### src/design/vram_pkg.sv
`default_nettype none

package vram_pkg;

    typedef logic [7:0]  byte_t;         // one byte on the host bus
    typedef logic [15:0] word_t;         // register or vram word
    typedef logic [3:0]  reg_num_t;      // register number from the bus
    typedef logic [15:0] vram_addr_t;    // vram word address as the host sees it

    // register map
    localparam reg_num_t REG_WR_ADDR    = 4'd0;    // vram write pointer
    localparam reg_num_t REG_WR_DATA    = 4'd1;    // writing queues a vram write
    localparam reg_num_t REG_RD_ADDR    = 4'd2;    // vram read pointer, writing starts a prefetch
    localparam reg_num_t REG_RD_DATA    = 4'd3;    // prefetched word, read only
    localparam reg_num_t REG_INCR       = 4'd4;    // step added to both pointers
    localparam reg_num_t REG_STATUS     = 4'd5;    // read only
    localparam reg_num_t REG_SCRATCH_LO = 4'd6;    // first scratch register, the rest run up to 15

    localparam int STATUS_BUSY_BIT = 0;    // write waiting for a credit or prefetch still open

    // one request slot in the vram queue
    typedef struct packed {
        logic       wr;      // high for a write
        vram_addr_t addr;    // full host address, memory uses the low bits
        word_t      data;    // write data, ignored on reads
    } vram_req_t;

    // read prefetch states
    typedef enum logic [1:0] {
        RD_IDLE,     // word in RD_DATA is current
        RD_ISSUE,    // waiting for a credit to send the read
        RD_WAIT      // read sent, waiting for the response
    } rd_state_t;

endpackage

`default_nettype wire

### src/design/bus_interface.sv
`default_nettype none
`timescale 1ns/1ps

module bus_interface (
    input  logic               clk,
    input  logic               reset_i,
    input  logic               bus_cs_n_i,       // select, active low
    input  logic               bus_rd_nwr_i,     // high for a read
    input  vram_pkg::reg_num_t bus_reg_num_i,
    input  logic               bus_bytesel_i,    // low for the even (high) byte
    input  vram_pkg::byte_t    bus_data_i,
    output vram_pkg::byte_t    bus_data_o,
    output logic               write_strobe_o,   // one cycle, odd byte writes only
    output logic               read_strobe_o,    // one cycle per read access
    output vram_pkg::reg_num_t reg_num_o,
    output vram_pkg::word_t    reg_data_o,       // paired word for the write strobe
    input  vram_pkg::word_t    reg_data_i        // read word for reg_num_o
);

    // bus inputs that are sampled together
    typedef struct packed {
        logic               rd;
        logic               bytesel;
        vram_pkg::reg_num_t reg_num;
        vram_pkg::byte_t    data;
    } bus_sample_t;

    bus_sample_t        bus_s1;       // first synchronizer stage
    bus_sample_t        bus_s2;       // second stage, this one is acted on
    logic [1:0]         sel_sync;     // inverted select, [1] is synchronized
    logic               sel_d;        // synchronized select one clock back
    logic               sel_edge;     // registered rising edge of select

    vram_pkg::reg_num_t even_reg;     // register the buffered even byte belongs to
    vram_pkg::byte_t    even_data;    // even byte, sent as the high byte
    logic               bytesel_q;    // byte lane lined up with reg_num_o
    logic               rd_held;      // read byte frozen until select goes away
    vram_pkg::byte_t    rd_hold;      // byte captured at the read edge
    vram_pkg::byte_t    rd_live;      // lane of reg_data_i picked by bytesel

    assign rd_live    = bytesel_q ? reg_data_i[7:0] : reg_data_i[15:8];
    // a prefetch started by this access must not change the byte the host is sampling
    assign bus_data_o = rd_held ? rd_hold : rd_live;

    always_ff @(posedge clk) begin
        bus_s1 <= {bus_rd_nwr_i, bus_bytesel_i, bus_reg_num_i, bus_data_i};
        bus_s2 <= bus_s1;
    end

    always_ff @(posedge clk) begin
        if (reset_i) begin
            sel_sync       <= 2'b00;
            sel_d          <= 1'b0;
            sel_edge       <= 1'b0;
            write_strobe_o <= 1'b0;
            read_strobe_o  <= 1'b0;
            reg_num_o      <= '0;
            bytesel_q      <= 1'b0;
            even_reg       <= '0;
            even_data      <= '0;
            rd_held        <= 1'b0;
        end else begin
            sel_sync       <= {sel_sync[0], ~bus_cs_n_i};    // active high from here on
            sel_d          <= sel_sync[1];
            sel_edge       <= sel_sync[1] & ~sel_d;          // start of an access
            reg_num_o      <= bus_s2.reg_num;                // follows the bus every clock
            bytesel_q      <= bus_s2.bytesel;
            write_strobe_o <= 1'b0;
            read_strobe_o  <= 1'b0;

            if (!sel_sync[1]) begin
                rd_held <= 1'b0;                             // access over, show live byte
            end

            if (sel_edge) begin
                if (bus_s2.rd) begin
                    read_strobe_o <= 1'b1;
                    rd_held       <= 1'b1;
                end else if (bus_s2.bytesel) begin
                    write_strobe_o <= 1'b1;                  // odd byte completes the word
                end else begin
                    even_reg  <= bus_s2.reg_num;             // keep even byte for the odd one
                    even_data <= bus_s2.data;
                end
            end
        end
    end

    always_ff @(posedge clk) begin
        if (sel_edge && bus_s2.rd) begin
            rd_hold <= rd_live;
        end
        if (sel_edge && !bus_s2.rd && bus_s2.bytesel) begin
            if (bus_s2.reg_num == even_reg) begin
                reg_data_o <= {even_data, bus_s2.data};     // matching pair
            end else begin
                reg_data_o <= {8'h00, bus_s2.data};          // lone odd byte, high byte zero
            end
        end
    end

endmodule

`default_nettype wire

### config.mk
export PLATFORM = sky130hd
export DESIGN_NAME = bus_interface
export DESIGN_NICKNAME = d
export VERILOG_FILES = /design/src/design/vram_pkg.sv /design/src/design/bus_interface.sv
export SDC_FILE = /design/constraint.sdc
export NUM_CORES = 1
export LEC_CHECK = 0
export BUFFER_PORTS_ARGS = -buffer_cell sky130_fd_sc_hd__clkbuf_2
export CAP_MARGIN = 10
export CELL_PAD_IN_SITES_DETAIL_PLACEMENT = 1
export CELL_PAD_IN_SITES_GLOBAL_PLACEMENT = 1
export CORE_MARGIN = 3
export CORE_UTILIZATION = 41
export DETAILED_ROUTE_END_ITERATION = 16
export MAX_ROUTING_LAYER = met4
export PLACE_DENSITY = 0.78
export RECOVER_POWER = 100
export SYNTH_ARGS = -nofsm -noshare
export SYNTH_HDL_FRONTEND = slang
export SYNTH_SLANG_ARGS = --single-unit
### constraint.sdc
create_clock -name clk -period 1.4 [get_ports clk]
set_input_delay 0.07 -clock clk [delete_from_list [all_inputs] [get_ports clk]]
set_output_delay 0.07 -clock clk [all_outputs]
set_load 0.02 [all_outputs]
==> flow_metrics.tcl, run 1 <==
set metrics [dict create \
    status "finished with violations" \
    violations "setup timing" \
    multi_input_area_um2 619 \
    min_path_type "input pin to flip-flop" \
    rsz0062_at_grt "true" \
    grt_pass1_wl_um 7500 \
    max_freq_ghz 0.611 \
    crit_family "multiplexers" \
    first_pass_iters 3 \
    clk_path_buf_depth 2 \
    crit_path_cell_trace "buf_8, mux2_4, mux2_4, buf_8" \
    portBuffers 62 \
    vias_per_cell 4.44 \
    fin_setup_tns_ns -1.81 \
    r2r.worst_path.cells 4 \
    vdd_ir_drop_max_mv 0.822 \
    grt_max_degree 17 \
    crit_path_max_incr_delay_ns 0.34 \
    fillers 568 \
    drcViolationCount 0 \
    synthCells 150 \
    layout_setup_ws_ns -0.236 \
    worst_ep_arrival_time_ns 1.57 \
    root_buffer "clkbuf_8" \
    period_needed_ns 1.64 \
    synth_fp_nets 183 \
    hold_path.startpoint "reg_data_i[13]" \
    min_to "rd_hold[5]" \
    leakagePower_nw 1.35 \
    clock_skew_ns 0.0109 \
    routed-via-count 1420 \
    antenna_found_initial 0 \
    final_util_pct 59.8 \
    cp_data_required_time_ns 1.33 \
    clk_pin_slew_ns 0.07 \
    layout_common_cells "dfxtp_1, clkbuf_2, clkbuf_1, edfxtp_1, mux2_4" \
    cap_violations 0 \
    mostFrequentLayoutCell "dfxtp_1" \
    synth_top_area_share_pct 44.0 \
    timing.final.hold_violations 0 \
    setup_viol 8 \
    crit_buf_inv 2 \
    worst_pin_slew_ns 0.396 \
    start_kind "flip-flop" \
    drtIter0Drc 54 \
    cp_slowest_cell "dfxtp_2" \
    largest_reg_flops 16 \
    top_register "reg_data_o" \
    yosysWarningCount 0 \
    wl_um 5090 \
    r2r_end "reg_data_o[15]" \
    slew_viol_final 0 \
    synth_area_um2 2360 \
    synth_cell_types 19 \
    yosys-top-cells-area "dfxtp_1, edfxtp_1, mux2_2" \
    ioPinCount 63 \
    core_um2 5540 \
    fin_hold_ws_ns 0.0612 \
    ys_seq_area_share_pct 74.5 \
    whs_path_depth 2 \
    htree_levels 3 \
    endpoint_kind "output port" \
    drive_above_1_share_pct 34.7 \
    power_density_nw_per_um2 1380 \
    fp.dieArea_um2 6710 \
    top_regs "reg_data_o (16), bus_s1 (14), bus_s2 (14)" \
    syn2layout_area_growth_pct 40.2 \
    grt_overflow_total 0 \
    clk_latency_ns 0.34 \
    diodes 0 \
    gr-usage-all-layers_pct 16.4 \
    worst-path-max-fanout 8 \
    grt_pass1_vias 1497 \
    gp_congestion 0.687 \
    route.detailed.wl_per_inst_um 15.9 \
    nets 276 \
    reg2reg_slack_ns 0.10 \
    dp_slack_ns 0.0895 \
    clock-sinks 76 \
    cts_tree "done" \
    critPathKind "flip-flop to output port" \
    yosysTopAreaCell "dfxtp_1" \
    die_h_um 81.9 \
    fin_crit_sh_pct 117 \
    cts_buffers 9 \
    regArea_um2 1760 \
    die_x_um 81.9 \
    syn_area_per_cell_um2 15.8 \
    rows 27 \
    slew_headroom_pct 73.6 \
    synth-seq-cells 76 \
    drtAntennaViolNets 0 \
    initial_core_util_pct 42.7 \
    reg2reg_from "bus_s2[11]" \
    place_hpwl_um 2900 \
]
per-stage QoR:
stage	cells	cell area (um^2)	total power, mW
final	320	3310	4.56
after global routing	320	3310	4.75
after CTS	318	3290	4.56
after detailed placement	282	2760	2.62
after global placement	282	2760	2.61
after floorplan	150	2360	2.52
how the worst max path moves through the flow:
stage               cells past startpoint  slack (ns)             end   startpoint
floorplan                               3        0.26   bus_data_o[0]    bytesel_q
finish                                  4       -0.24   bus_data_o[6]    bytesel_q
CTS                                     4       -0.25   bus_data_o[4]    bytesel_q
detailed placement                      3        0.09  reg_data_o[15]  even_reg[1]
global route                            4       -0.30   bus_data_o[2]    bytesel_q
global placement                        4        0.10   bus_data_o[0]    bytesel_q
synthesized netlist by cell type, drive strengths merged:
| cell | number |
|---|---|
| xor2 | 4 |
| and3b | 2 |
| mux2 | 16 |
| nand2 | 1 |
| nor2 | 14 |
| buf | 4 |
| nor4 | 1 |
| nor2b | 8 |
| inv | 1 |
| mux2i | 12 |
| clkbuf | 1 |
| nor3b | 1 |
| edfxtp | 24 |
| a21o | 1 |
| dfxtp | 52 |
| and2 | 8 |
where the power goes:
group	total (mW)	internal (mW)	leakage (nW)	switching (mW)
clock	1.86	1.11	0.114	0.747
combinational	0.339	0.200	0.602	0.139
sequential	2.36	2.33	0.637	0.0287
total	4.56	3.64	1.35	0.915
cells by family after synthesis:
family	after synthesis	synth area share, %
and+or+nand+nor	35	9.16
DFF	76	74.5
muxes	28	12.7
AOI/OAI and AO/OA	1	0.318
buffers and inverters	6	1.80
xor gates and xnor gates	4	1.48
routing by layer:
layer	wire (um)	up-vias	GRT usage [%]
li1	-	699	-
met1	1980	672	16.2
met2	2800	40	28.8
met3	237	9	5.59
met4	72	0	7.48
met5	0	-	-
layout make-up:
class                   count  area share (%)
clock buffers              13            4.80
clock inverters             3            2.08
inverters                   1           0.113
multi-input cells          68            18.7
flip-flops and latches     76            53.2
well taps                  72            2.72
repair buffers             87            18.4
what timing repair did:
action | CTS | global route
endpoints found under the hold margin | 15 | 0
pin swaps | 0 | 1
hold buffers | 15 | 0
setup buffers | 5 | 2
endpoints found under the setup margin | 8 | 13
gates resized for setup | 28 | 16
Note: power is estimated with default switching activity, not from simulation.
==> run 2, diff against run 1 <==
--- a/config.mk
+++ b/config.mk
@@ -10,10 +10,10 @@
 export CELL_PAD_IN_SITES_DETAIL_PLACEMENT = 1
 export CELL_PAD_IN_SITES_GLOBAL_PLACEMENT = 1
 export CORE_MARGIN = 3
-export CORE_UTILIZATION = 41
+export CORE_UTILIZATION = 44
 export DETAILED_ROUTE_END_ITERATION = 16
 export MAX_ROUTING_LAYER = met4
-export PLACE_DENSITY = 0.78
+export PLACE_DENSITY = 0.82
 export RECOVER_POWER = 100
 export SYNTH_ARGS = -nofsm -noshare
 export SYNTH_HDL_FRONTEND = slang
==> constraint.sdc (replaced) <==
create_clock -name clk -period 2 [get_ports clk]
set_input_delay 0.1 -clock clk [delete_from_list [all_inputs] [get_ports clk]]
set_output_delay 0.1 -clock clk [all_outputs]
set_load 0.02 [all_outputs]
==> run 2 against run 1 <==
  * Clock power fell by 47%
  * Sequential share of layout area rose by 5.7 points
  * First-iteration DRC count fell by 26%
  * Power fell by 39%
  * Routed wire length fell by 19%
  * Final area fell by 9.8%
  * Non-clock buffer count fell by 9
  * The run now ends clean
  * Critical path type unchanged
  * Clock-buffer cell count fell by 3
  * Sequential power fell by 30%
==> flow_metrics.tcl, run 2 (same netlist as run 1, synthesis figures left out) <==
set metrics [dict create \
    status "finished, final reports clean" \
    syn2layout_area_growth_pct 26.5 \
    finalNonFillerCells 309 \
    top_regs "reg_data_o (16), bus_s1 (14), bus_s2 (14)" \
    rsz0062_at_grt "false" \
    clk_path_buf_depth 2 \
    slew_viol_final 0 \
    power_density_nw_per_um2 931 \
    min_path_type "input pin to flip-flop" \
    grt_pass1_vias 1438 \
    top_register "reg_data_o" \
    rows 26 \
    fin_crit_sh_pct 90.6 \
    clock-sinks 76 \
    worst_ep_arrival_time_ns 1.71 \
    gr-usage-all-layers_pct 14.7 \
    grt_max_degree 22 \
    clk_pin_slew_ns 0.07 \
    worst-path-max-fanout 8 \
    crit_family "multiplexers" \
    timing.final.hold_violations 0 \
    endpoint_kind "output port" \
    cap_violations 0 \
    setup_viol 0 \
    dp_slack_ns 0.550 \
    cp_slowest_cell "dfxtp_1" \
    first_pass_iters 4 \
    final_area_um2 2990 \
    gp_congestion 0.676 \
    wl_um 4140 \
    fillers 548 \
    drtAntennaViolNets 0 \
    max_freq_ghz 0.552 \
    placed_cells 278 \
    clock_skew_ns 0.00753 \
    fin_hold_ws_ns 0.0848 \
    slew_headroom_pct 38.4 \
    initial_core_util_pct 46.0 \
    place_hpwl_um 2810 \
    die_x_um 79.3 \
    layout_setup_ws_ns 0.187 \
    cts_tree "done" \
    drtIter0Drc 40 \
    fp.dieArea_um2 6290 \
    grt_overflow_total 0 \
    mostFrequentLayoutCell "dfxtp_1" \
    place_area_um2 2730 \
    leakagePower_nw 1.15 \
    regArea_um2 1760 \
    antenna_found_initial 0 \
    route.detailed.wl_per_inst_um 13.4 \
    fin_setup_tns_ns 0 \
    start_kind "flip-flop" \
    cp_data_required_time_ns 1.90 \
    crit_buf_inv 1 \
    clk_latency_ns 0.33 \
    vdd_ir_drop_max_mv 0.496 \
    multi_input_area_um2 538 \
    crit_path_max_incr_delay_ns 0.55 \
    core_um2 5140 \
    drive_above_1_share_pct 26.8 \
    period_needed_ns 1.81 \
    final_util_pct 58.2 \
    root_buffer "clkbuf_8" \
    die_h_um 79.3 \
    ioPinCount 63 \
    crit_path_frequent_cell "mux2_2" \
    nets 267 \
    finalPower_mw 2.78 \
    drcViolationCount 0 \
    critPathKind "flip-flop to output port" \
    routed-via-count 1373 \
    diodes 0 \
    cts_buffers 9 \
    grt_pass1_wl_um 6530 \
    htree_levels 3 \
    crit_path_cell_trace "mux2_2, mux2_2, clkbuf_1" \
    largest_reg_flops 16 \
    layout_common_cells "dfxtp_1, clkbuf_2, clkbuf_1" \
    worst_pin_slew_ns 0.924 \
    portBuffers 62 \
    vias_per_cell 4.44 \
]
## run 2: cell count changes in the layout (fill, tap and decap cells not counted), moves of 6 or more
cell      change
mux2_4       -16
mux2_2       +13
buf_8         -9
buf_4         -8
and2_0        +7
and2_1        -7
clkbuf_1      +6
## run 2: layer usage
metal	vias up	part of all wire, %	track usage (%)
li1	677	-	-
met3	9	5.2	5.56
met2	44	53	25.8
met5	-	0	-
met4	0	1.4	6.70
met1	643	40	14.4
## run 2: final timing paths
kind                  startpoint             to  slack, ns  cells after the start
setup / recovery       bytesel_q  bus_data_o[1]       0.19                      3
hold / removal    reg_data_i[14]     rd_hold[6]       0.08                      2
setup reg to reg        sel_edge   even_data[0]       0.25                      4
hold reg to reg       bus_s1[13]     bus_s2[13]       0.33                      0
## run 2: worst register-to-register path, stage by stage (launching register included)
cell and delay (ns):
dfxtp_1 0.35, nor3b_1 0.20, clkbuf_1 0.72, mux2i_1 0.30, nor2_1 0.05
## run 2: what timing repair did
item,CTS,global route
endpoints found under the setup margin,0,0
gates resized for setup,0,0
endpoints found under the hold margin,15,0
hold buffers,15,0
setup buffers,0,0
## run 2: layout make-up
class	instances	share of cell area (%)
Timing Repair Buffer	78	14.4
Tap cell	70	2.93
Clock inverter	6	1.38
Sequential cell	76	58.9
Clock buffer	10	4.27
Multi-Input combinational cell	68	18.0
Inverter	1	0.126
## run 2: power breakdown
part | total, mW | internal [mW] | switching [mW]
combinational | 0.150 | 0.0789 | 0.0715
sequential | 1.65 | 1.63 | 0.0206
clock | 0.980 | 0.447 | 0.532
==> run 3, diff against run 2 <==
--- a/config.mk
+++ b/config.mk
@@ -15,6 +15,7 @@
 export MAX_ROUTING_LAYER = met4
 export PLACE_DENSITY = 0.82
 export RECOVER_POWER = 100
+export REMOVE_ABC_BUFFERS = 1
 export SYNTH_ARGS = -nofsm -noshare
 export SYNTH_HDL_FRONTEND = slang
 export SYNTH_SLANG_ARGS = --single-unit
==> run 3 against run 2 <==
  * Die area did not move
  * Final area rose by 0.25%
  * Final cell count did not move
  * Via count up 2.2%
==> flow_metrics.tcl, run 3 (same netlist as run 1, synthesis figures left out) <==
set metrics [dict create \
    status "finished, final reports clean" \
    crit_path_frequent_cell "mux2_2" \
    rows 26 \
    worst-path-max-fanout 8 \
    layout_common_cells "dfxtp_1, clkbuf_1, clkbuf_2" \
    clock-sinks 76 \
    drtAntennaViolNets 0 \
    rsz0062_at_grt "false" \
    largest_reg_flops 16 \
    root_buffer "clkbuf_8" \
    syn2layout_area_growth_pct 26.8 \
    fin_setup_tns_ns 0 \
    route.detailed.wl_per_inst_um 13.8 \
    cts_buffers 9 \
    gr-usage-all-layers_pct 15.8 \
    clock_skew_ns 0.00661 \
    worst_ep_arrival_time_ns 1.73 \
    cts_tree "done" \
    antenna_found_initial 0 \
    whs_path_depth 2 \
    power.internal_mw 2.19 \
    clk_path_buf_depth 2 \
    r2r.worst_path.cells 4 \
    cts_resized 0 \
    worst_pin_slew_ns 0.908 \
    critPathKind "flip-flop to output port" \
    grt_max_degree 22 \
    crit_path_max_incr_delay_ns 0.55 \
    timing.final.hold_violations 0 \
    reg2reg_slack_ns 0.27 \
    min_path_type "input pin to flip-flop" \
    vias_per_cell 4.54 \
    vdd_ir_drop_max_mv 0.575 \
    grt_pass1_wl_um 6930 \
    p_seq_share_pct 59.2 \
    diodes 0 \
    power_frac_clock_pct 35.4 \
    start_kind "flip-flop" \
    fin_crit_sh_pct 91.6 \
    initial_core_util_pct 46.0 \
    die_x_um 79.3 \
    top_regs "reg_data_o (16), bus_s1 (14), bus_s2 (14)" \
    ioPinCount 63 \
    top_register "reg_data_o" \
    fp.dieArea_um2 6290 \
    drtIter0Drc 55 \
    endpoint_kind "output port" \
    slew_headroom_pct 39.4 \
    crit_path_cell_trace "mux2_2, mux2_2, clkbuf_1" \
    routed-via-count 1403 \
    portBuffers 62 \
    post_cts_buffers 0 \
    cap_violations 0 \
    gp_congestion 0.703 \
    period_needed_ns 1.83 \
    nets 267 \
    drive_above_1_share_pct 24.3 \
    die_h_um 79.3 \
    clk_pin_slew_ns 0.07 \
    clk_latency_ns 0.33 \
    htree_levels 3 \
    cp_slowest_cell "dfxtp_1" \
    finalPower_mw 2.79 \
    p_sw_uw 608 \
    cp_data_required_time_ns 1.90 \
    place_hpwl_um 2850 \
    combPwrFrac_pct 5.4 \
    slew_viol_final 0 \
    grt_pass1_vias 1489 \
    r2r_end "even_data[5]" \
    mostFrequentLayoutCell "dfxtp_1" \
    min_to "rd_hold[2]" \
    core_um2 5140 \
    setup_viol 0 \
    grt_overflow_total 0 \
    power_density_nw_per_um2 933 \
    wl_um 4270 \
    reg2reg_from "sel_edge" \
    drcViolationCount 0 \
    max_freq_ghz 0.546 \
    first_pass_iters 4 \
    hold_path.startpoint "reg_data_i[10]" \
    leakagePower_nw 1.16 \
    swShare_pct 21.8 \
]
## run 3: cell count changes in the layout (fill, tap and decap cells not counted), sizes merged
cell | before | now
clkbuf | 73 | 74
clkinv | 3 | 4
clkinvlp | 3 | 0
inv | 1 | 2
## run 3: power by group through the flow
stage | logic [mW] | clock network, mW | registers [mW]
after floorplan | 0.0659 | 0 | 1.69
after global placement | 0.133 | 0 | 1.69
after detailed placement | 0.137 | 0 | 1.69
after CTS | 0.161 | 1.03 | 1.66
after global routing | 0.164 | 1.09 | 1.66
final | 0.150 | 0.990 | 1.65
## run 3: worst max path at each step
stage	start	endpoint	slack, ns	cells past startpoint
floorplan	bus_s2[13]	even_data[0]	0.71	3
global placement	bytesel_q	bus_data_o[3]	0.58	3
detailed placement	bytesel_q	bus_data_o[6]	0.57	3
CTS	bytesel_q	bus_data_o[0]	0.19	3
global route	sel_edge	even_data[5]	0.07	4
finish	bytesel_q	bus_data_o[6]	0.17	3
## run 3: layer usage
| layer | vias up | wire, um | track usage [%] |
|---|---|---|---|
| li1 | 676 | - | - |
| met1 | 677 | 1730 | 15.7 |
| met2 | 39 | 2200 | 26.6 |
| met3 | 11 | 221 | 5.90 |
| met4 | 0 | 118 | 8.93 |
| met5 | - | 0 | - |
## run 3: area by class of cell
type	count	area (um^2)
repair buffers	78	427
well taps	70	87.6
clock buffers	11	141
multi-input cells	68	549
flip-flops and latches	76	1760
inverters	1	3.75
clock inverters	5	26.3
fillers	540	2140
## run 3: what timing repair did
item | 4_1_cts | 5_1_grt
hold buffers | 15 | 0
setup endpoints to repair | 0 | 0
hold endpoints to repair | 15 | 0
## run 3: stage by stage
| step | cell area, um^2 | hold slack (ns) | utilization, % | setup WS [ns] | cells |
|---|---|---|---|---|---|
| CTS | 3050 | 0.0640 | 59.3 | 0.193 | 309 |
| floorplan | 2320 | 0.128 | - | 0.712 | 145 |
| finish | 3000 | 0.0785 | 58.3 | 0.168 | 309 |
| global route | 3000 | 0.0666 | 58.3 | 0.0651 | 309 |
| detailed placement | 2730 | 0.204 | 53.1 | 0.570 | 278 |
| global placement | 2730 | 0.202 | 53.1 | 0.577 | 278 |
## run 3: critical path: cells and delay by family, from the launching register on
family | cells | cell delay (ns)
multiplexers | 2 | 0.67
flip-flops | 1 | 0.55
buffers and inverters | 1 | 0.18
