--- src/design/vram_pkg.sv ---
`default_nettype none

package vram_pkg;

    typedef logic [7:0]  byte_t;         // one byte on the host bus
    typedef logic [15:0] word_t;         // register or vram word
    typedef logic [3:0]  reg_num_t;      // register number from the bus
    typedef logic [15:0] vram_addr_t;    // vram word address as the host sees it

    // register map
    localparam reg_num_t REG_WR_ADDR    = 4'd0;    // vram write pointer
    localparam reg_num_t REG_WR_DATA    = 4'd1;    // writing queues a vram write
    localparam reg_num_t REG_RD_ADDR    = 4'd2;    // vram read pointer, writing starts a prefetch
    localparam reg_num_t REG_RD_DATA    = 4'd3;    // prefetched word, read only
    localparam reg_num_t REG_INCR       = 4'd4;    // step added to both pointers
    localparam reg_num_t REG_STATUS     = 4'd5;    // read only
    localparam reg_num_t REG_SCRATCH_LO = 4'd6;    // first scratch register, the rest run up to 15

    localparam int STATUS_BUSY_BIT = 0;    // write waiting for a credit or prefetch still open

    // one request slot in the vram queue
    typedef struct packed {
        logic       wr;      // high for a write
        vram_addr_t addr;    // full host address, memory uses the low bits
        word_t      data;    // write data, ignored on reads
    } vram_req_t;

    // read prefetch states
    typedef enum logic [1:0] {
        RD_IDLE,     // word in RD_DATA is current
        RD_ISSUE,    // waiting for a credit to send the read
        RD_WAIT      // read sent, waiting for the response
    } rd_state_t;

endpackage

`default_nettype wire

--- src/design/reg_block.sv ---
`default_nettype none
`timescale 1ns/1ps

module reg_block #(
    parameter int VRAM_AW     = 10,
    parameter int QUEUE_DEPTH = 4
) (
    input  logic                clk,
    input  logic                reset_i,
    input  logic                write_strobe_i,
    input  logic                read_strobe_i,
    input  vram_pkg::reg_num_t  reg_num_i,
    input  vram_pkg::word_t     reg_data_i,
    output vram_pkg::word_t     rd_word_o,          // read word for reg_num_i, no clock
    output logic                req_valid_o,        // only while a credit is left
    output vram_pkg::vram_req_t req_o,
    input  logic                credit_return_i,    // one queue slot freed
    input  logic                rsp_valid_i,
    input  vram_pkg::word_t     rsp_data_i
);

    localparam int CREDIT_W    = $clog2(QUEUE_DEPTH + 1);
    localparam int NUM_SCRATCH = 16 - int'(vram_pkg::REG_SCRATCH_LO);
    localparam vram_pkg::vram_addr_t ADDR_MASK =
        vram_pkg::vram_addr_t'((32'd1 << VRAM_AW) - 1);    // host addresses alias in memory

    vram_pkg::vram_addr_t wr_addr;         // next vram write address
    vram_pkg::vram_addr_t rd_addr;         // address of the prefetched word
    vram_pkg::word_t      incr;            // pointer step
    vram_pkg::word_t      wr_data;         // last word written, also the pending write data
    vram_pkg::word_t      rd_data;         // prefetched word
    vram_pkg::word_t      scratch [NUM_SCRATCH];
    logic                 wr_pend;         // write waiting for a credit
    vram_pkg::vram_addr_t wr_pend_addr;    // address taken when the write arrived
    logic                 rd_odd;          // next RD_DATA read strobe is the odd byte
    vram_pkg::rd_state_t  rd_state;
    logic [CREDIT_W-1:0]  credits;         // free slots in the vram queue

    logic                 have_credit;
    logic                 rd_issue;        // prefetch read leaves this cycle
    logic                 busy;
    logic [3:0]           scratch_idx;
    logic                 rd_data_strobe;  // read strobe on RD_DATA

    assign have_credit    = (credits != '0);
    assign req_valid_o    = have_credit && (wr_pend || rd_state == vram_pkg::RD_ISSUE);
    assign rd_issue       = req_valid_o && !wr_pend;     // pending write goes first
    assign busy           = wr_pend || (rd_state != vram_pkg::RD_IDLE);
    assign scratch_idx    = reg_num_i - vram_pkg::REG_SCRATCH_LO;
    assign rd_data_strobe = read_strobe_i && (reg_num_i == vram_pkg::REG_RD_DATA);

    always_comb begin
        req_o      = '0;
        req_o.wr   = wr_pend;
        req_o.addr = (wr_pend ? wr_pend_addr : rd_addr) & ADDR_MASK;
        req_o.data = wr_data;                            // don't care for reads
    end

    always_comb begin
        rd_word_o = '0;
        case (reg_num_i)
            vram_pkg::REG_WR_ADDR: rd_word_o = wr_addr;
            vram_pkg::REG_WR_DATA: rd_word_o = wr_data;
            vram_pkg::REG_RD_ADDR: rd_word_o = rd_addr;
            vram_pkg::REG_RD_DATA: rd_word_o = rd_data;
            vram_pkg::REG_INCR:    rd_word_o = incr;
            vram_pkg::REG_STATUS:  rd_word_o[vram_pkg::STATUS_BUSY_BIT] = busy;
            default:               rd_word_o = scratch[scratch_idx];
        endcase
    end

    always_ff @(posedge clk) begin
        if (reset_i) begin
            wr_addr  <= '0;
            rd_addr  <= '0;
            incr     <= '0;
            wr_data  <= '0;
            rd_data  <= '0;
            for (int i = 0; i < NUM_SCRATCH; i++) begin
                scratch[i] <= '0;
            end
            wr_pend  <= 1'b0;
            rd_odd   <= 1'b0;
            rd_state <= vram_pkg::RD_IDLE;
            credits  <= CREDIT_W'(QUEUE_DEPTH);          // whole queue free
        end else begin
            credits <= credits - CREDIT_W'(req_valid_o) + CREDIT_W'(credit_return_i);

            if (req_valid_o && wr_pend) begin
                wr_pend <= 1'b0;                          // write got its slot
            end

            case (rd_state)
                vram_pkg::RD_ISSUE: begin
                    if (rd_issue) begin
                        rd_state <= vram_pkg::RD_WAIT;
                    end
                end
                vram_pkg::RD_WAIT: begin
                    if (rsp_valid_i) begin
                        rd_data  <= rsp_data_i;           // prefetch done
                        rd_state <= vram_pkg::RD_IDLE;
                    end
                end
                default: begin
                end
            endcase

            if (write_strobe_i) begin
                case (reg_num_i)
                    vram_pkg::REG_WR_ADDR: wr_addr <= reg_data_i;
                    vram_pkg::REG_WR_DATA: begin
                        wr_data <= reg_data_i;
                        wr_pend <= 1'b1;                  // a second one overwrites, host polls busy
                        wr_addr <= wr_addr + incr;
                    end
                    vram_pkg::REG_RD_ADDR: begin
                        rd_addr  <= reg_data_i;
                        rd_odd   <= 1'b0;                 // next read starts on the even byte
                        rd_state <= vram_pkg::RD_ISSUE;
                    end
                    vram_pkg::REG_RD_DATA, vram_pkg::REG_STATUS: begin
                    end
                    vram_pkg::REG_INCR:    incr <= reg_data_i;
                    default:               scratch[scratch_idx] <= reg_data_i;
                endcase
            end

            if (rd_data_strobe) begin
                rd_odd <= !rd_odd;
                if (rd_odd) begin
                    rd_addr  <= rd_addr + incr;           // word consumed, fetch the next one
                    rd_state <= vram_pkg::RD_ISSUE;
                end
            end
        end
    end

    always_ff @(posedge clk) begin
        if (write_strobe_i && reg_num_i == vram_pkg::REG_WR_DATA) begin
            wr_pend_addr <= wr_addr;                     // address before the step
        end
    end

endmodule

`default_nettype wire

--- config.mk ---
export PLATFORM = sky130hd
export DESIGN_NAME = reg_block
export DESIGN_NICKNAME = d
export VERILOG_FILES = /design/src/design/vram_pkg.sv /design/src/design/reg_block.sv
export SDC_FILE = /design/constraint.sdc
export NUM_CORES = 1
export LEC_CHECK = 0
export CAP_MARGIN = 20
export CORE_ASPECT_RATIO = 0.8
export CORE_MARGIN = 8
export CORE_UTILIZATION = 55
export CTS_BUF_LIST = sky130_fd_sc_hd__clkbuf_4 sky130_fd_sc_hd__clkbuf_8
export DETAILED_ROUTE_END_ITERATION = 6
export DONT_BUFFER_PORTS = 1
export HOLD_SLACK_MARGIN = 0.1
export PLACE_DENSITY = 0.7
export SYNTH_ARGS = -nofsm -noshare
export SYNTH_HDL_FRONTEND = slang
export SYNTH_SLANG_ARGS = --single-unit
--- constraint.sdc ---
create_clock -name clk -period 10.88 [get_ports clk]
set_clock_uncertainty 0.2 [all_clocks]
set_input_delay 0.544 -clock clk [delete_from_list [all_inputs] [get_ports clk]]
set_output_delay 0.544 -clock clk [all_outputs]
set_load 0.01 [all_outputs]
==> results of run 1 <==
[cell families (layout without fill, tap and decap cells)]
group	count (synthesis)	in the layout
DFF	353	353
xor gates and xnor gates	24	24
buffers and inverters	119	190
adders and majority gates	39	39
and+or+nand+nor	458	458
other	1	6
AOI/OAI and AO/OA	224	224
muxes	92	92
[report_power, final]
group / switching, mW / internal [mW]
clock: 0.517 / 0.611
sequential: 0.0230 / 1.49
combinational: 0.127 / 0.0855
[routing by layer]
| layer | up-vias | global-route usage | part of all wire |
|---|---|---|---|
| met5 | - | 0 | 0.00028 |
| met4 | 2 | 0.0652 | 0.021 |
| met3 | 78 | 0.0869 | 0.13 |
| met2 | 727 | 0.371 | 0.43 |
| met1 | 5755 | 0.371 | 0.42 |
| li1 | 4940 | - | - |
[layout make-up]
type / count / share of cell area
flip-flops and latches: 353 / 0.534
multi-input cells: 843 / 0.342
clock buffers: 77 / 0.0523
repair buffers: 56 / 0.0300
well taps: 377 / 0.0259
clock inverters: 21 / 0.00811
inverters: 36 / 0.00742
[stage by stage]
step / utilization / power, mW / instances
final: 0.619 / 2.85 / 1763
after global routing: 0.619 / 2.93 / 1763
after CTS: 0.618 / 2.86 / 1762
after detailed placement: 0.566 / 1.73 / 1622
after global placement: 0.566 / 1.72 / 1622
after floorplan: - / 1.69 / 1315
[registers in the layout (all words and copies together) (netlist names)]
signal        flops
scratch         256
incr             16
rd_addr          16
rd_data          16
wr_addr          16
wr_data          16
wr_pend_addr     10
credits           3
rd_state          2
rd_odd            1
wr_pend           1
[cells in the final DEF (no fill, tap or decap), types with 8 or more instances in the layout]
cell type	synthesis	layout
inv_1	35	35
nand2_1	196	196
a22oi_1	16	16
a211oi_1	11	11
nor2_1	183	183
edfxtp_1	266	266
a221oi_1	8	8
a21o_1	8	8
nand3_1	25	25
o21a_1	9	9
xnor2_1	17	17
a222oi_1	15	15
ha_1	36	36
dlygate4sd3_1	0	41
a21oi_1	87	87
clkinv_1	0	11
clkbuf_4	0	17
mux4_2	80	80
a311oi_1	8	8
clkbuf_8	0	60
a31oi_1	8	8
nor3_1	11	9
dfxtp_1	87	87
o21ai_0	19	18
buf_4	27	13
mux2_2	10	10
[how the worst min path moves through the flow]
stage / startpoint / endpoint / slack, ns / cells after the start
global route: reset_i / wr_data[10]$_SDFFE_PP0P_ / 0.15 / 2
floorplan: wr_addr[11]$_SDFFE_PP0P_ / wr_addr[11]$_SDFFE_PP0P_ / 0.24 / 2
CTS: reset_i / credits[0]$_SDFF_PP0_ / 0.11 / 2
global placement: rd_data[8]$_SDFFE_PP0P_ / rd_data[8]$_SDFFE_PP0P_ / 0.24 / 2
finish: reset_i / rd_data[8]$_SDFFE_PP0P_ / 0.14 / 2
detailed placement: rd_data[14]$_SDFFE_PP0P_ / rd_data[14]$_SDFFE_PP0P_ / 0.25 / 2
[what timing repair did]
action | 4_1_cts | 5_1_grt
setup endpoints to repair | 0 | 0
resized for setup | 0 | 0
hold endpoints to repair | 91 | 0
hold buffers | 42 | 0
==> flow_summary.toml, run 1 <==
[grt]
grt_pass1_vias = 10700
grt_usage = 0.257
grt_antenna_before_repair = 1
grt_max_degree = 86
gr-total-overflow = 0
grt_pass1_wl_um = 68900

[drt]
antenna_left = 0
drt-initial-drc-count = 1615
vias = 11500
post_drt_wl_per_cell_um = 26.5
wl_um = 46700
drc_errors = 11
avgViaCountPerCell = 6.52
drtPass1Iterations = 7

[synthesis]
synth.most_common_cell = "edfxtp_1"
synthDistinctLibCells = 71
syn_area_sq_um = 16500
synth_area_leaders = "edfxtp_1, mux4_2, dfxtp_1"
synthMuxAreaShare = 0.117
synth_top_family_by_area = "simple AND/OR/NAND/NOR gates"
yosysSeqAreaShare = 0.590
syn_inst = 1310
synthTopCellsByCount = "edfxtp_1, nand2_1, nor2_1"
synthArstFlopShare = 0
synth_fa_ha_area_frac = 0.0310
synth_area_leader_cell = "edfxtp_1"
synth_compound_area_frac = 0.0921
synth_ff_type = "edfxtp_1"
yosysWarnings = 0
yosys.area_share.simple = 0.121
synth_xor_area_frac = 0.0128
avgSynthCellArea_sq_um = 12.6
ys_seq_elements = 353
synth_edf_count = 266
synth.top_cell.area_share = 0.485

[placed_design]
dpl.hpwl_um = 31200
placed_cell_area_sq_um = 16700
gp_congestion = 0.942
place_ws_ns = 6.87
port-buffer-count = 0

[setup_path]
r2r-start = "incr[0]$_SDFFE_PP0P_"
crit_end = "rd_word_o[0]"
arrival_ns = 2.87
crit_buf_inv = 1
worstSetupStartpoint = "wr_pend$_SDFF_PP0_"
end_kind = "primary output"
critPathMaxFanout = 15
r2r_end = "rd_addr[14]$_SDFF_PP0_"
start_kind = "flip-flop"
critical-path-top-delay-family = "flip-flops"
slowest_delay_ns = 0.97
worstPathCellList = "inv_1 > a31oi_1 > o21ai_0 > a32oi_1"
crit_type = "flip-flop to primary output"
rrSetupSlack_ns = 7.76
required_ns = 10.14
path_depth = 4
crit_slowest_cell = "dfxtp_1"
ff2ff_path_depth = 9

[sta]
relSlewSlack = 0.242
worst_pin_slew_ns = 1.13
setup_viol = 0
fin_tns_setup_ns = 0
max_freq_mhz = 277
hold_ws_ns = 0.140
fin_crit_ns = 3.61
setup_slack_ns = 7.27
rsz0062_at_grt = "no"
hold_violations = 0
drv_slew = 0
min_period_over_period = 0.332

[finish]
final_layout_size_suffix_gt1_frac = 0.159
syn_to_final_growth_pct = 10.5
antennaDiodeCount = 0
fillers = 2256
multi_input_area_sq_um = 6230
nNetsFinal = 1424
design_area_sq_um = 18200
register_area_sq_um = 9730

[cts]
cts_setup_buffers = 0
cts.clk_slew.worst_paths_ns = 0.06
cts_max_path_buffers = 3
cts_buffers = 53
clock_sinks = 353
cts_tree = "yes"
clk_latency_ns = 0.60
root_buffer = "clkbuf_8"
cts_max_level = 2

[pwr]
vdd_ir_drop_max_uv = 128
p_leak_nw = 6.06
power_density_nw_per_um2 = 157

[floorplan]
die_w_um = 210
std_cell_rows = 56
start_util = 0.560
ios = 92
core_area_sq_um = 29400
die_area_sq_um = 35800
dieHeight_um = 171

[flow_run]
drv_cap = 0

[run_status]
status = "finished with violations"
failed_checks = "design-rule violations"

[worst_hold_path]
hold_path.class = "input pin to flip-flop"
Note: power is estimated with default switching activity, not from simulation.
==> run 2: changes to the inputs <==
Clock period 10.88 ns to 3.7 ns, I/O delays scaled along.
==> flow_summary.toml, run 2 (synthesized netlist as in run 1, its figures left out) <==
[run_status]
status = "finished with violations"
failed_checks = "design-rule violations"

[sta]
setup_viol = 0
min_period_over_period = 0.946
drv_slew = 0
max_freq_mhz = 286
fin_crit_ns = 3.50
relSlewSlack = 0.227
hold_violations = 0
worst_pin_slew_ns = 1.16
rsz0062_at_grt = "no"
fin_tns_setup_ns = 0

[floorplan]
die_w_um = 210
std_cell_rows = 56
core_area_sq_um = 29400
start_util = 0.560
die_area_sq_um = 35800
dieHeight_um = 171
ios = 92

[finish]
multi_input_area_sq_um = 6230
layout.cells.most_common = "edfxtp_1"
antennaDiodeCount = 0
syn_to_final_growth_pct = 13.1
final_core_util = 0.634
mostFrequentLayoutCells = "edfxtp_1, nand2_1, nor2_1"
register_area_sq_um = 9730
top_register = "scratch"
largest_reg_flops = 256
nNetsFinal = 1473
final_cells = 1809
fillers = 2255
final_layout_size_suffix_gt1_frac = 0.166

[setup_path]
end_kind = "flip-flop"
rrSetupSlack_ns = 0.41
arrival_ns = 3.78
required_ns = 3.98
critPathMaxFanout = 27
start_kind = "input pin"
crit_type = "input pin to flip-flop"

[drt]
antenna_left = 0
vias = 11600
avgViaCountPerCell = 6.42
drt-initial-drc-count = 1486
drtPass1Iterations = 7
post_drt_wl_per_cell_um = 25.3
drc_errors = 1
wl_um = 45700

[pwr]
vdd_ir_drop_max_uv = 352
p_int_mw = 6.44
p_leak_nw = 6.23
seq_power_share = 0.529
power_density_nw_per_um2 = 450
switching_share = 0.233
power_frac_comb = 0.078
clkPwrFrac = 0.393
netSwitchingPower_mw = 1.95
total_power_mw = 8.39

[grt]
grt_usage = 0.252
grt_pass1_vias = 11000
grt_max_degree = 90
gr-total-overflow = 0
grt_antenna_before_repair = 1
grt_pass1_wl_um = 68200

[cts]
root_buffer = "clkbuf_8"
cts_tree = "yes"
clock_sinks = 353
cts.clk_slew.worst_paths_ns = 0.07
cts_max_level = 2
cts_max_path_buffers = 3
clk_latency_ns = 0.61
cts_setup_buffers = 0
cts_buffers = 52

[flow_run]
drv_cap = 0

[worst_hold_path]
hold_path.class = "input pin to flip-flop"

[placed_design]
gp_congestion = 0.921
port-buffer-count = 0
dp.cells = 1643
dpl.hpwl_um = 29200
[run 2: cell types whose count changed in the layout (fill, tap and decap cells not counted)]
cell,delta
dlymetal6s4s_1,+1
clkinv_1,-1
clkinvlp_4,-1
inv_8,+2
buf_4,+21
inv_2,-1
buf_6,-1
dlygate4sd3_1,+29
clkbuf_8,-2
inv_6,-1
clkinv_2,-4
clkbuf_4,+4
[run 2: area by class of cell]
cell class              count  share of cell area
flip-flops and latches    353               0.522
multi-input cells         843               0.334
repair buffers            106              0.0534
clock buffers              79              0.0513
well taps                 377              0.0253
inverters                  36             0.00732
clock inverters            15             0.00671
[run 2: routing by layer]
metal  track usage  wire length [um]
met1         0.364             19000
met4        0.0701               911
met5             0                 0
met3        0.0563              5330
met2         0.382             20500
[run 2: path summary, 6_finish.rpt]
check	start	to	depth (start not counted)
setup / recovery	reg_num_i[3]	wr_data[11]$_SDFFE_PP0P_	9
hold / removal	write_strobe_i	rd_state[1]$_SDFF_PP0_	3
setup reg to reg	wr_addr[0]$_SDFFE_PP0P_	wr_addr[10]$_SDFFE_PP0P_	11
hold reg to reg	rd_data[11]$_SDFFE_PP0P_	rd_data[11]$_SDFFE_PP0P_	2
[run 2: timing repair]
item	in CTS	in global routing
hold buffers	72	0
resized for setup	0	2
hold endpoints to repair	473	0
endpoints found under the setup margin	0	3
[run 2: power groups by stage]
| stage | registers, mW | clock network, mW | logic, mW |
|---|---|---|---|
| after floorplan | 4.50 | 0 | 0.460 |
| after global placement | 4.51 | 0 | 0.546 |
| after detailed placement | 4.52 | 0 | 0.554 |
| after CTS | 4.44 | 3.33 | 0.643 |
| after global routing | 4.45 | 3.49 | 0.684 |
| final | 4.44 | 3.30 | 0.652 |
[run 2: metrics by stage]
stage | hold WS (ns) | cell area (sq um) | setup slack (ns)
after global placement | 0.0692 | 16800 | 0.788
after floorplan | 0.121 | 16500 | 0.200
after CTS | 0.114 | 18600 | 0.225
final | 0.156 | 18600 | 0.200
after global routing | 0.174 | 18600 | 0.124
after detailed placement | 0.0701 | 16800 | 0.754
[run 2: worst max-delay path: stages]
cell	delay (ns)
dlygate4sd3_1	0.87
nor4b_4	0.11
nand2_1	0.08
dlygate4sd3_1	0.60
clkinv_2	0.49
nand2_1	0.24
dlygate4sd3_1	0.57
a21oi_1	0.06
dlygate4sd3_1	0.57
==> run 3: changes to the inputs <==
Settings changed: CTS_CLUSTER_DIAMETER set to 60, PLACE_DENSITY 0.7 to 0.79, REMOVE_ABC_BUFFERS set to 1.
==> flow_summary.toml, run 3 (synthesized netlist as in run 1, its figures left out) <==
[grt]
grt_pass1_wl_um = 68800
grt_usage = 0.250
gr-total-overflow = 0
grt_pass1_vias = 11500
grt_max_degree = 90
grt_antenna_before_repair = 1

[setup_path]
end_kind = "flip-flop"
timing.critical_path.mode_cell = "dlygate4sd3_1"
start_kind = "input pin"
required_ns = 4.05
arrival_ns = 3.97
crit_type = "input pin to flip-flop"
crit_slowest_cell = "dlygate4sd3_1"
rrSetupSlack_ns = 0.63
critPathMaxFanout = 71
slowest_delay_ns = 1.10
worstPathCellList = "dlygate4sd3_1 > nand2_4 > nor3_4 > nand3_1 > dlygate4sd3_1 > buf_4 > a311oi_1 > dlygate4sd3_1"

[sta]
relSlewSlack = 0.321
max_freq_mhz = 276
worst_pin_slew_ns = 1.02
hold_ws_ns = 0.176
setup_slack_ns = 0.0733
rsz0062_at_grt = "no"
drv_slew = 0
setup_viol = 0
hold_violations = 0
min_period_over_period = 0.980
fin_crit_ns = 3.63

[drt]
vias = 11700
antenna_left = 0
drtPass1Iterations = 7
top_layer = "met4"
avgViaCountPerCell = 6.52
wl_met3_um = 6440
wl_met1_um = 17000
drc_errors = 0
dr_wl_met2_um = 20000
drt-initial-drc-count = 1582
wl_um = 45000
post_drt_wl_per_cell_um = 25.1

[placed_design]
port-buffer-count = 0
gp_congestion = 0.891
dpl.hpwl_um = 28900
place_ws_ns = 0.700

[finish]
top_register = "scratch"
nNetsFinal = 1461
layout.cells.most_common = "edfxtp_1"
mostFrequentLayoutCells = "edfxtp_1, nand2_1, nor2_1"
largest_reg_flops = 256
final_layout_size_suffix_gt1_frac = 0.163
final_core_util = 0.629
syn_to_final_growth_pct = 12.3

[floorplan]
ios = 92
die_area_sq_um = 35800
start_util = 0.560
std_cell_rows = 56
dieHeight_um = 171
core_area_sq_um = 29400
die_w_um = 210

[cts]
cts_buffers = 51
cts_tree = "yes"
clock_sinks = 353
root_buffer = "clkbuf_8"
cts_max_path_buffers = 3
cts_max_level = 2
clk_latency_ns = 0.61
cts_setup_buffers = 0
cts_resized = 0
cts.clk_slew.worst_paths_ns = 0.07

[flow_run]
drv_cap = 0

[pwr]
power_density_nw_per_um2 = 446
vdd_ir_drop_max_uv = 401
p_leak_nw = 6.16

[worst_hold_path]
hold_path.class = "input pin to flip-flop"

[run_status]
status = "finished clean"
## run 3: per-stage QoR
| step | cells | TNS, ns | area [sq um] | total power, mW |
|---|---|---|---|---|
| final | 1795 | 0 | 18500 | 8.25 |
| after global routing | 1794 | 0 | 18500 | 8.50 |
| after CTS | 1791 | 0 | 18500 | 8.26 |
| after detailed placement | 1637 | 0 | 16800 | 5.06 |
| after global placement | 1637 | 0 | 16800 | 5.04 |
| after floorplan | 1232 | -10.04 | 16100 | 4.88 |
## run 3: worst max-delay path: cells and delay by family
family | cells | cell delay [ns]
buffers and inverters | 4 | 2.52
AO/OA/AOI/OAI | 1 | 0.27
AND/OR/NAND/NOR | 3 | 0.93
## run 3: cell type report
class | instances | area [sq um]
clock buffer | 68 | 867
clock inverter | 22 | 158
multi-input combinational | 843 | 6240
antenna | 1 | 2.50
tap | 377 | 472
timing repair buffer | 95 | 903
fill | 2154 | 10900
sequential | 353 | 9730
inverter | 36 | 135
## run 3: repair_timing
| item | in CTS | in global routing |
|---|---|---|
| hold buffers | 64 | 2 |
| hold endpoints to repair | 451 | 16 |
| endpoints found under the setup margin | 0 | 0 |
## run 3: metal layers
metal / global-route usage / vias to the layer above
met5: 0 / -
met2: 0.374 / 859
met4: 0.0997 / 0
li1: - / 5030
met3: 0.0764 / 127
met1: 0.339 / 5683
## run 3: report_power, final
part	internal [mW]	total [mW]	switching [mW]
Combinational	0.260	0.636	0.376
Clock	1.66	3.17	1.51
Sequential	4.38	4.44	0.0591
## run 3: worst paths after layout
kind | start | endpoint | depth (start not counted)
max | reg_num_i[0] | rd_addr[2]$_SDFF_PP0_ | 8
min reg2reg | rd_data[12]$_SDFFE_PP0P_ | rd_data[12]$_SDFFE_PP0P_ | 2
min | write_strobe_i | incr[0]$_SDFFE_PP0P_ | 3
max reg2reg | rd_addr[0]$_SDFF_PP0_ | rd_addr[14]$_SDFF_PP0_ | 9
